===== config.mk =====
export PLATFORM = sky130hd
export DESIGN_NAME = pat
export DESIGN_NICKNAME = d
export VERILOG_FILES = /design/src/design/pat_pkg.sv /design/src/design/pat.sv /design/src/design/pat_acc_lane.sv /design/src/design/pat_alu.sv /design/src/design/pat_data_mem.sv /design/src/design/pat_decode.sv /design/src/design/pat_field_lane.sv /design/src/design/pat_pc.sv
export SDC_FILE = /design/constraint.sdc
export NUM_CORES = 1
export LEC_CHECK = 0
export BUFFER_PORTS_ARGS = -buffer_cell sky130_fd_sc_hd__buf_2
export CORE_MARGIN = 2
export CORE_UTILIZATION = 35
export CTS_CLUSTER_SIZE = 14
export DETAILED_ROUTE_END_ITERATION = 10
export MAX_ROUTING_LAYER = met4
export PLACE_DENSITY = 0.46
export SYNTH_ARGS = -nofsm -noshare
export SYNTH_HDL_FRONTEND = slang
export SYNTH_SLANG_ARGS = --single-unit

===== constraint.sdc =====
create_clock -name clk -period 3.91 [get_ports clk]
set_clock_uncertainty 0.1 [all_clocks]
set_input_delay 0.391 -clock clk [delete_from_list [all_inputs] [get_ports clk]]
set_output_delay 0.391 -clock clk [all_outputs]
set_load 0.02 [all_outputs]

===== src/design/pat_pkg.sv =====
package pat_pkg;

	// ====================
	// widths and sizes
	// ====================
	localparam int I_WIDTH = 20; // instruction word
	localparam int I_ADR_WIDTH = 10; // program space, wraps at 1024
	localparam int D_WIDTH = 8; // data, field and port width
	localparam int D_ADR_WIDTH = 8;
	localparam int DMEM_SIZE = 32; // words actually built
	localparam int DMEM_IDX_WIDTH = $clog2(DMEM_SIZE); // low address bits used
	localparam int FIELDP_WIDTH = 5;
	localparam int FIELD_LATENCY = 4; // field read to matching write pointer
	localparam logic [3:0] OPC_PREFIX = 4'b1111; // escape into next opcode space

	// ====================
	// instruction fields
	// ====================
	localparam int RSV_MSB = 14; // reserved, old condition field
	localparam int RSV_LSB = 13;
	localparam int FIELDP_MSB = I_WIDTH - 1;
	localparam int FIELDP_LSB = RSV_MSB + 1;
	localparam int FIELD_OP_BIT = RSV_LSB - 1; // 1 routes result to field lane
	localparam int OPC8_MSB = 11;
	localparam int OPC8_LSB = 8;
	localparam int IMM8_MSB = 7;
	localparam int IMM8_LSB = 0;
	localparam int OPC3_MSB = 7; // sits inside imm8
	localparam int OPC3_LSB = 4;
	localparam int IMM3_MSB = 2;
	localparam int IMM3_LSB = 0;
	localparam int OPC0_MSB = 3;
	localparam int OPC0_LSB = 0;

	// all three opcode spaces escaped, i0 nop
	localparam logic [I_WIDTH-1:0] NOP_INSTR = 20'h00fff;

	typedef logic [D_WIDTH-1:0] word_t;
	typedef logic [I_ADR_WIDTH-1:0] pc_t;
	typedef logic [FIELDP_WIDTH-1:0] fieldp_t;

	// i8 space
	typedef enum logic [3:0] {
		OP8_OR = 4'd0,
		OP8_AND = 4'd1,
		OP8_ADDM = 4'd2,
		OP8_SUBM = 4'd3,
		OP8_ADD = 4'd4,
		OP8_SUB = 4'd5,
		OP8_LDI = 4'd6,
		OP8_LDM = 4'd7,
		OP8_BF = 4'd8,
		OP8_BB = 4'd9,
		OP8_STAM = 4'd11,
		OP8_ORM = 4'd13,
		OP8_ANDM = 4'd14,
		OP8_I3 = OPC_PREFIX
	} op_i8_e;

	// i3 space
	typedef enum logic [3:0] {
		OP3_SHL = 4'd0,
		OP3_SHLO = 4'd1,
		OP3_SHR = 4'd2,
		OP3_ASR = 4'd3,
		OP3_IN = 4'd5,
		OP3_OUT = 4'd8,
		OP3_I0 = OPC_PREFIX
	} op_i3_e;

	// i0 space
	typedef enum logic [3:0] {
		OP0_NOT = 4'd0,
		OP0_NOP = 4'd15
	} op_i0_e;

	typedef enum logic [3:0] {
		ALU_OR,
		ALU_AND,
		ALU_NOT,
		ALU_ADD,
		ALU_SUB,
		ALU_SHL,
		ALU_SHR,
		ALU_ASR,
		ALU_PASS_B,
		ALU_PASS_IN
	} alu_op_e;

	// stage 2 control, shared by both lanes and the data memory
	typedef struct packed {
		alu_op_e alu_op;
		logic dest_acc; // commit to accumulator
		logic dest_field; // commit to field_out
		logic store; // memory write
		logic store_from_field; // store latched field value, else acc
		logic out_en; // acc to output port
		word_t operand_b; // mem word or immediate
		logic [D_ADR_WIDTH-1:0] store_adr;
	} ctrl_t;

endpackage


===== src/design/pat.sv =====
`timescale 1ns/10ps

module pat
(
	input logic clk,
	input logic reset,
	input logic [pat_pkg::I_WIDTH-1:0] i_instruction,
	input pat_pkg::word_t i_field_in,
	input pat_pkg::word_t i_inputs,
	output pat_pkg::pc_t o_pc,
	output pat_pkg::fieldp_t o_fieldp,
	output pat_pkg::fieldp_t o_fieldwp,
	output logic o_field_write_en,
	output pat_pkg::word_t o_field_out,
	output pat_pkg::word_t o_acc,
	output pat_pkg::word_t o_outputs
);
	import pat_pkg::*;

	ctrl_t ctrl; // stage 2 control to both lanes and memory
	logic [D_ADR_WIDTH-1:0] mem_radr;
	word_t mem_rdata;
	logic branch_fwd;
	logic branch_back;
	logic [7:0] branch_offset;
	fieldp_t fieldp_next;
	word_t field_value; // latched field_in for stores

	// ====================
	// stage 1
	// ====================
	pat_decode u_decode
	(
		.clk(clk),
		.reset(reset),
		.i_instruction(i_instruction),
		.i_mem_rdata(mem_rdata),
		.o_mem_radr(mem_radr),
		.o_ctrl(ctrl),
		.o_branch_fwd(branch_fwd),
		.o_branch_back(branch_back),
		.o_branch_offset(branch_offset),
		.o_fieldp_next(fieldp_next)
	);

	pat_pc u_pc
	(
		.clk(clk),
		.reset(reset),
		.i_branch_fwd(branch_fwd),
		.i_branch_back(branch_back),
		.i_branch_offset(branch_offset),
		.o_pc(o_pc)
	);

	// ====================
	// stage 2 lanes
	// ====================
	pat_acc_lane u_acc_lane
	(
		.clk(clk),
		.reset(reset),
		.i_ctrl(ctrl),
		.i_inputs(i_inputs),
		.o_acc(o_acc),
		.o_outputs(o_outputs)
	);

	pat_field_lane u_field_lane
	(
		.clk(clk),
		.reset(reset),
		.i_ctrl(ctrl),
		.i_field_in(i_field_in),
		.i_inputs(i_inputs),
		.i_fieldp_next(fieldp_next),
		.o_field_out(o_field_out),
		.o_field_write_en(o_field_write_en),
		.o_field_value(field_value),
		.o_fieldp(o_fieldp),
		.o_fieldwp(o_fieldwp)
	);

	// lanes meet here
	pat_data_mem u_data_mem
	(
		.clk(clk),
		.i_ctrl(ctrl),
		.i_acc(o_acc),
		.i_field_value(field_value),
		.i_radr(mem_radr),
		.o_rdata(mem_rdata)
	);

endmodule


===== src/design/pat_acc_lane.sv =====
`timescale 1ns/10ps

module pat_acc_lane
(
	input logic clk,
	input logic reset,
	input pat_pkg::ctrl_t i_ctrl,
	input pat_pkg::word_t i_inputs,
	output pat_pkg::word_t o_acc,
	output pat_pkg::word_t o_outputs
);
	import pat_pkg::*;

	word_t acc_y; // alu result for this lane

	// acc is always operand a here
	pat_alu u_acc_alu
	(
		.i_a(o_acc),
		.i_b(i_ctrl.operand_b),
		.i_inputs(i_inputs),
		.i_op(i_ctrl.alu_op),
		.o_y(acc_y)
	);

	// ====================
	// commit at edge k+2
	// ====================
	always_ff @(posedge clk)
	begin
		if (reset)
		begin
			o_acc <= '0;
			o_outputs <= '0;
		end
		else
		begin
			if (i_ctrl.dest_acc)
				o_acc <= acc_y;
			if (i_ctrl.out_en)
				o_outputs <= o_acc; // acc as left by previous op
		end
	end

endmodule


===== src/design/pat_alu.sv =====
`timescale 1ns/10ps

module pat_alu
(
	input pat_pkg::word_t i_a,
	input pat_pkg::word_t i_b,
	input pat_pkg::word_t i_inputs,
	input pat_pkg::alu_op_e i_op,
	output pat_pkg::word_t o_y
);
	import pat_pkg::*;

	logic sub; // inverts b and sets carry in
	word_t b_addend;
	word_t sum;
	logic [2:0] shamt;

	// ====================
	// one adder for add and sub
	// ====================
	assign sub = (i_op == ALU_SUB);
	assign b_addend = sub ? ~i_b : i_b;
	assign sum = i_a + b_addend + word_t'(sub);

	assign shamt = i_b[2:0]; // low bits only

	always_comb
	begin
		case (i_op)
			ALU_OR: o_y = i_a | i_b;
			ALU_AND: o_y = i_a & i_b;
			ALU_NOT: o_y = ~i_a;
			ALU_ADD, ALU_SUB: o_y = sum;
			ALU_SHL: o_y = i_a << shamt;
			ALU_SHR: o_y = i_a >> shamt;
			ALU_ASR: o_y = word_t'($signed(i_a) >>> shamt); // sign fill
			ALU_PASS_B: o_y = i_b; // ldi, ldm
			ALU_PASS_IN: o_y = i_inputs;
			default: o_y = i_b;
		endcase
	end

endmodule


===== src/design/pat_data_mem.sv =====
`timescale 1ns/10ps

module pat_data_mem
(
	input logic clk,
	input pat_pkg::ctrl_t i_ctrl,
	input pat_pkg::word_t i_acc,
	input pat_pkg::word_t i_field_value,
	input logic [pat_pkg::D_ADR_WIDTH-1:0] i_radr,
	output pat_pkg::word_t o_rdata
);
	import pat_pkg::*;

	word_t mem [DMEM_SIZE]; // 32 words, address mod 32
	word_t wdata;
	logic [DMEM_IDX_WIDTH-1:0] widx;
	logic [DMEM_IDX_WIDTH-1:0] ridx;

	// store source picked from one of the two lanes
	assign wdata = i_ctrl.store_from_field ? i_field_value : i_acc;
	assign widx = i_ctrl.store_adr[DMEM_IDX_WIDTH-1:0];
	assign ridx = i_radr[DMEM_IDX_WIDTH-1:0];

	// write at edge k+2
	always_ff @(posedge clk)
	begin
		if (i_ctrl.store)
			mem[widx] <= wdata;
	end

	// async read during stage 1
	assign o_rdata = mem[ridx];

endmodule


===== src/design/pat_decode.sv =====
`timescale 1ns/10ps

module pat_decode
(
	input logic clk,
	input logic reset,
	input logic [pat_pkg::I_WIDTH-1:0] i_instruction,
	input pat_pkg::word_t i_mem_rdata,
	output logic [pat_pkg::D_ADR_WIDTH-1:0] o_mem_radr,
	output pat_pkg::ctrl_t o_ctrl,
	output logic o_branch_fwd,
	output logic o_branch_back,
	output logic [7:0] o_branch_offset,
	output pat_pkg::fieldp_t o_fieldp_next
);
	import pat_pkg::*;

	logic [I_WIDTH-1:0] instr_q; // stage 1 instruction
	op_i8_e opc8;
	op_i3_e opc3;
	op_i0_e opc0;
	logic [7:0] imm8;
	word_t imm3_ext;
	word_t imm_sel; // immediate of whichever space decoded
	logic field_op;
	logic is_i8;
	logic is_i3;
	logic use_mem; // b operand from data memory
	logic dest_reg; // op writes acc or field_out
	alu_op_e alu_op;
	ctrl_t ctrl_d;

	always_ff @(posedge clk)
	begin
		if (reset)
			instr_q <= NOP_INSTR;
		else
			instr_q <= i_instruction; // edge k
	end

	// ====================
	// field split
	// ====================
	assign opc8 = op_i8_e'(instr_q[OPC8_MSB:OPC8_LSB]);
	assign opc3 = op_i3_e'(instr_q[OPC3_MSB:OPC3_LSB]);
	assign opc0 = op_i0_e'(instr_q[OPC0_MSB:OPC0_LSB]);
	assign imm8 = instr_q[IMM8_MSB:IMM8_LSB];
	assign imm3_ext = word_t'(instr_q[IMM3_MSB:IMM3_LSB]); // zero extended
	assign field_op = instr_q[FIELD_OP_BIT];

	// prefix escapes pick the opcode space
	assign is_i8 = (opc8 != OP8_I3);
	assign is_i3 = !is_i8 && (opc3 != OP3_I0);

	assign use_mem = is_i8 && (opc8 inside {OP8_ADDM, OP8_SUBM, OP8_ORM, OP8_ANDM, OP8_LDM});
	assign imm_sel = is_i8 ? imm8 : imm3_ext;

	// alu function and whether a register is written
	always_comb
	begin
		alu_op = ALU_PASS_B;
		dest_reg = 1'b1;
		if (is_i8)
		begin
			case (opc8)
				OP8_OR, OP8_ORM: alu_op = ALU_OR;
				OP8_AND, OP8_ANDM: alu_op = ALU_AND;
				OP8_ADD, OP8_ADDM: alu_op = ALU_ADD;
				OP8_SUB, OP8_SUBM: alu_op = ALU_SUB;
				OP8_LDI, OP8_LDM: alu_op = ALU_PASS_B; // b already muxed
				default: dest_reg = 1'b0; // branches, stam, codes 10 and 12
			endcase
		end
		else if (is_i3)
		begin
			case (opc3)
				OP3_SHL, OP3_SHLO: alu_op = ALU_SHL; // shlo same as shl
				OP3_SHR: alu_op = ALU_SHR;
				OP3_ASR: alu_op = ALU_ASR;
				OP3_IN: alu_op = ALU_PASS_IN;
				default: dest_reg = 1'b0; // out and unused codes
			endcase
		end
		else
		begin
			alu_op = ALU_NOT;
			dest_reg = (opc0 == OP0_NOT); // everything else is nop
		end
	end

	always_comb
	begin
		ctrl_d.alu_op = alu_op;
		ctrl_d.dest_acc = dest_reg && !field_op;
		ctrl_d.dest_field = dest_reg && field_op;
		ctrl_d.store = is_i8 && (opc8 == OP8_STAM);
		ctrl_d.store_from_field = field_op;
		ctrl_d.out_en = is_i3 && (opc3 == OP3_OUT);
		ctrl_d.operand_b = use_mem ? i_mem_rdata : imm_sel; // async mem read
		ctrl_d.store_adr = imm8;
	end

	always_ff @(posedge clk)
	begin
		if (reset)
			o_ctrl <= '0; // no dest, no store, acts as nop
		else
			o_ctrl <= ctrl_d; // edge k+1
	end

	assign o_mem_radr = imm8;
	assign o_branch_fwd = is_i8 && (opc8 == OP8_BF);
	assign o_branch_back = is_i8 && (opc8 == OP8_BB);
	assign o_branch_offset = imm8;
	assign o_fieldp_next = instr_q[FIELDP_MSB:FIELDP_LSB];

endmodule


===== src/design/pat_field_lane.sv =====
`timescale 1ns/10ps

module pat_field_lane
(
	input logic clk,
	input logic reset,
	input pat_pkg::ctrl_t i_ctrl,
	input pat_pkg::word_t i_field_in,
	input pat_pkg::word_t i_inputs,
	input pat_pkg::fieldp_t i_fieldp_next,
	output pat_pkg::word_t o_field_out,
	output logic o_field_write_en,
	output pat_pkg::word_t o_field_value,
	output pat_pkg::fieldp_t o_fieldp,
	output pat_pkg::fieldp_t o_fieldwp
);
	import pat_pkg::*;

	word_t field_y;
	fieldp_t [FIELD_LATENCY-1:0] fieldp_hist; // [0] newest

	// live field word is operand a
	pat_alu u_field_alu
	(
		.i_a(i_field_in),
		.i_b(i_ctrl.operand_b),
		.i_inputs(i_inputs),
		.i_op(i_ctrl.alu_op),
		.o_y(field_y)
	);

	// ====================
	// pointers and strobe
	// ====================
	always_ff @(posedge clk)
	begin
		if (reset)
		begin
			o_field_write_en <= 1'b0;
			o_fieldp <= '0;
			fieldp_hist <= '0;
		end
		else
		begin
			o_field_write_en <= i_ctrl.dest_field; // one cycle per field op
			o_fieldp <= i_fieldp_next; // edge k+1
			fieldp_hist <= {fieldp_hist[FIELD_LATENCY-2:0], o_fieldp};
		end
	end

	assign o_fieldwp = fieldp_hist[FIELD_LATENCY-1]; // fieldp from 4 edges back

	// payload
	always_ff @(posedge clk)
	begin
		o_field_value <= i_field_in; // latched every cycle, feeds stores
		if (i_ctrl.dest_field)
			o_field_out <= field_y;
	end

endmodule


===== src/design/pat_pc.sv =====
`timescale 1ns/10ps

module pat_pc
(
	input logic clk,
	input logic reset,
	input logic i_branch_fwd,
	input logic i_branch_back,
	input logic [7:0] i_branch_offset,
	output pat_pkg::pc_t o_pc
);
	import pat_pkg::*;

	pc_t offset; // zero extended branch distance
	pc_t pc_next;

	assign offset = pc_t'(i_branch_offset);

	// all three wrap mod 1024 by width
	always_comb
	begin
		if (i_branch_fwd)
			pc_next = o_pc + offset;
		else if (i_branch_back)
			pc_next = o_pc - offset;
		else
			pc_next = o_pc + pc_t'(1);
	end

	always_ff @(posedge clk)
	begin
		if (reset)
			o_pc <= '0;
		else
			o_pc <= pc_next; // branch lands at edge k+1
	end

endmodule


==> run summary <==
status: complete, no violations
share of layout cells above drive strength 1: 20.4%
die area: 48,700 µm²
peak supply drop: 0.317 mV
initial drt markers: 918
Die X: 221 µm
final setup violating endpoints: 0
met3 WL: 1.88 mm
Lkg Pwr: 6.77 nW
yosys warns: 0
via count: 10,400
#FFs+latches synth: 364
Port Buffers: 80
most frequent cells in the layout: edfxtp_1 (264), nor2_1 (100), dfxtp_1 (97)
RSZ-0062 raised after global routing: false
crit path kind: flop to flop
Ports: 83
Clock transition at path regs: 0.06 ns
initial core utilization: 35.4%
Post-CTS Resized: 0
total track usage: 18.8%
worst reg2reg path depth: 12
global route overflow: 0
CTS sink count: 364
crit path from: u_decode.instr_q[11]
PwrDens: 483 nW/µm²
Routed wire per std cell: 22.5 µm
H-tree Lvls: 2
synthesis-to-finish area growth: 15.8%
Syn Nets: 1,298
Mapped Area: 16,400 µm²
most common cell after layout, fill and taps aside: edfxtp_1
antenna diode count: 0
sequential area share after synthesis: 60.4%
origin of the worst min-delay path: reset
Worst Hold Class: primary input to flop
number of global-route vias before repair: 10,200
design area: 19,000 µm²
Placed Area: 17,400 µm²
period utilization: 83.6%
syn_area_per_cell: 13.4 µm²
CP required: 4.23 ns
hold path depth: 4
final core occ: 41.0%
setup_tns: 0 ns
Synth Flop Type: edfxtp_1
Routed Antenna Nets: 0
CTS max path bufs: 3
FF-to-FF Start: u_decode.instr_q[11]
number of flops mapped to enable cells by yosys: 264
Synth cell types: 71
# DRC: 0
antenna violations before repair: 1
Clock Latency Late Sink: 0.57 ns
CP max FO: 13
Post-Route M1 WL: 20.2 mm
Slew headroom: 25.6%
achievable frequency: 0.306 GHz
Final Critical Period: 3.27 ns
HPWL Detailed: 28.3 mm
final-stage net count: 1,382
core area: 46,500 µm²
measured slew at the worst slew-check pin: 1.12 ns
first-pass GRT wire length: 65.7 mm
Root Buffer: clkbuf_16
die height: 221 µm
Synth async-reset ratio: 0%
largest net degree at the start of global routing: 84
met2 WL post-DR: 21.0 mm
Synth Instances: 1,229
# rows: 79
routed wire length: 44.0 mm
Final Hold Viols: 0
Max Used Layer: met4
CTS buffer count: 42
Setup crit end kind: flop
Pre-antenna DRT Iters: 5
via/cell ratio: 5.31
GPL Wtd Cong: 0.842
Setup crit start kind: flop
Max Cap Viol: 0
Worst EP arrival: 3.59 ns
Post-CTS Setup Inserts: 0
fin. max-slew vios: 0
CTS tree: yes
Yosys cell counts, drive strengths merged, types with 9 or more instances:
cell | number | area share, %
or2 | 14 | 0.53
edfxtp | 264 | 48
mux2 | 11 | 0.75
nor2 | 100 | 2.3
a22oi | 20 | 0.91
clkbuf | 51 | 1.2
o211ai | 9 | 0.41
nand2 | 73 | 1.7
o22ai | 23 | 0.87
ha | 28 | 2.1
nor2b | 45 | 1.7
xor2 | 10 | 0.53
a21oi | 44 | 1.3
nand2b | 11 | 0.42
mux2i | 49 | 3.0
a211oi | 14 | 0.64
nor3 | 18 | 0.58
buf | 41 | 1.4
dfxtp | 100 | 12
o21ai | 46 | 1.4
nand3b | 10 | 0.46
inv | 20 | 0.46
nand3 | 17 | 0.52
a22o | 10 | 0.53
mux4 | 66 | 9.0
xnor2 | 19 | 1.0
timing repair:
action | CTS | global route
setup endpoints to repair | 0 | 0
hold endpoints to repair | 26 | 0
hold buffers | 26 | 0
layer usage:
| layer | GRT usage (%) | vias to the layer above |
|---|---|---|
| met2 | 29.6 | 259 |
| li1 | - | 4872 |
| met3 | 2.50 | 61 |
| met5 | - | - |
| met4 | 5.33 | 0 |
| met1 | 25.5 | 5182 |
where the power goes:
| part | switching, mW | internal [mW] | leakage, nW |
|---|---|---|---|
| Combinational | 0.583 | 0.381 | 2.86 |
| Sequential | 0.104 | 4.24 | 3.23 |
| Clock | 1.58 | 2.31 | 0.676 |
layout make-up:
cell class | count | area [µm²]
timing repair buffer | 132 | 868
clock buffer | 57 | 1170
sequential | 364 | 9940
multi-input combinational | 752 | 6030
clock inverter | 21 | 203
fill | 4376 | 27400
tap | 607 | 759
inverter | 21 | 78.8
critical path, stage by stage, from the launching register on:
cell	delay, ns
dfxtp_1	0.54
nor3b_1	0.31
nand2_1	0.17
nor2_1	0.15
ha_1	0.24
mux2_2	0.28
ha_1	0.29
a211oi_1	0.30
o21ai_0	0.19
a21oi_1	0.24
a21oi_1	0.11
xnor2_1	0.15
nor2_1	0.05
worst paths after layout:
path,endpoint,slack (ns)
setup / recovery,u_pc.o_pc[9],0.64
setup reg to reg,u_pc.o_pc[9],0.64
hold / removal,u_decode.o_ctrl[15],0.19
hold reg to reg,u_field_lane.fieldp_hist[13],0.33
kinds of logic after synthesis:
| group | count (synthesis) | synth area share, % |
|---|---|---|
| DFF | 364 | 60.4 |
| and+or+nand+nor | 326 | 9.94 |
| AOI/OAI and AO/OA | 238 | 9.74 |
| muxes | 126 | 12.8 |
| buffers and inverters | 113 | 3.01 |
| adders and majority gates | 33 | 2.62 |
| xor gates and xnor gates | 29 | 1.54 |
metrics by stage:
stage          setup slack (ns)  cells  total power, mW  hold WS (ns)
2_1_floorplan             0.783   1229             5.04         0.290
3_3_place_gp              0.667   1850             5.37         0.317
3_5_place_dp              0.625   1850             5.37         0.320
4_1_cts                   0.600   1954             9.32         0.150
5_1_grt                   0.207   1954             9.55         0.208
6_report                  0.641   1954             9.20         0.186
registers in the layout, summed over array words and instances, names as in the netlist:
signal / count
u_field_lane.o_fieldwp: 5
u_field_lane.o_field_value: 8
u_acc_lane.o_acc: 8
u_field_lane.o_field_out: 8
u_field_lane.o_fieldp: 5
u_decode.instr_q: 18
u_acc_lane.o_outputs: 8
u_data_mem.mem: 256
u_pc.o_pc: 10
u_decode.o_ctrl: 22
u_field_lane.fieldp_hist: 15
u_field_lane.o_field_write_en: 1
(Power assumes the default switching activity.)
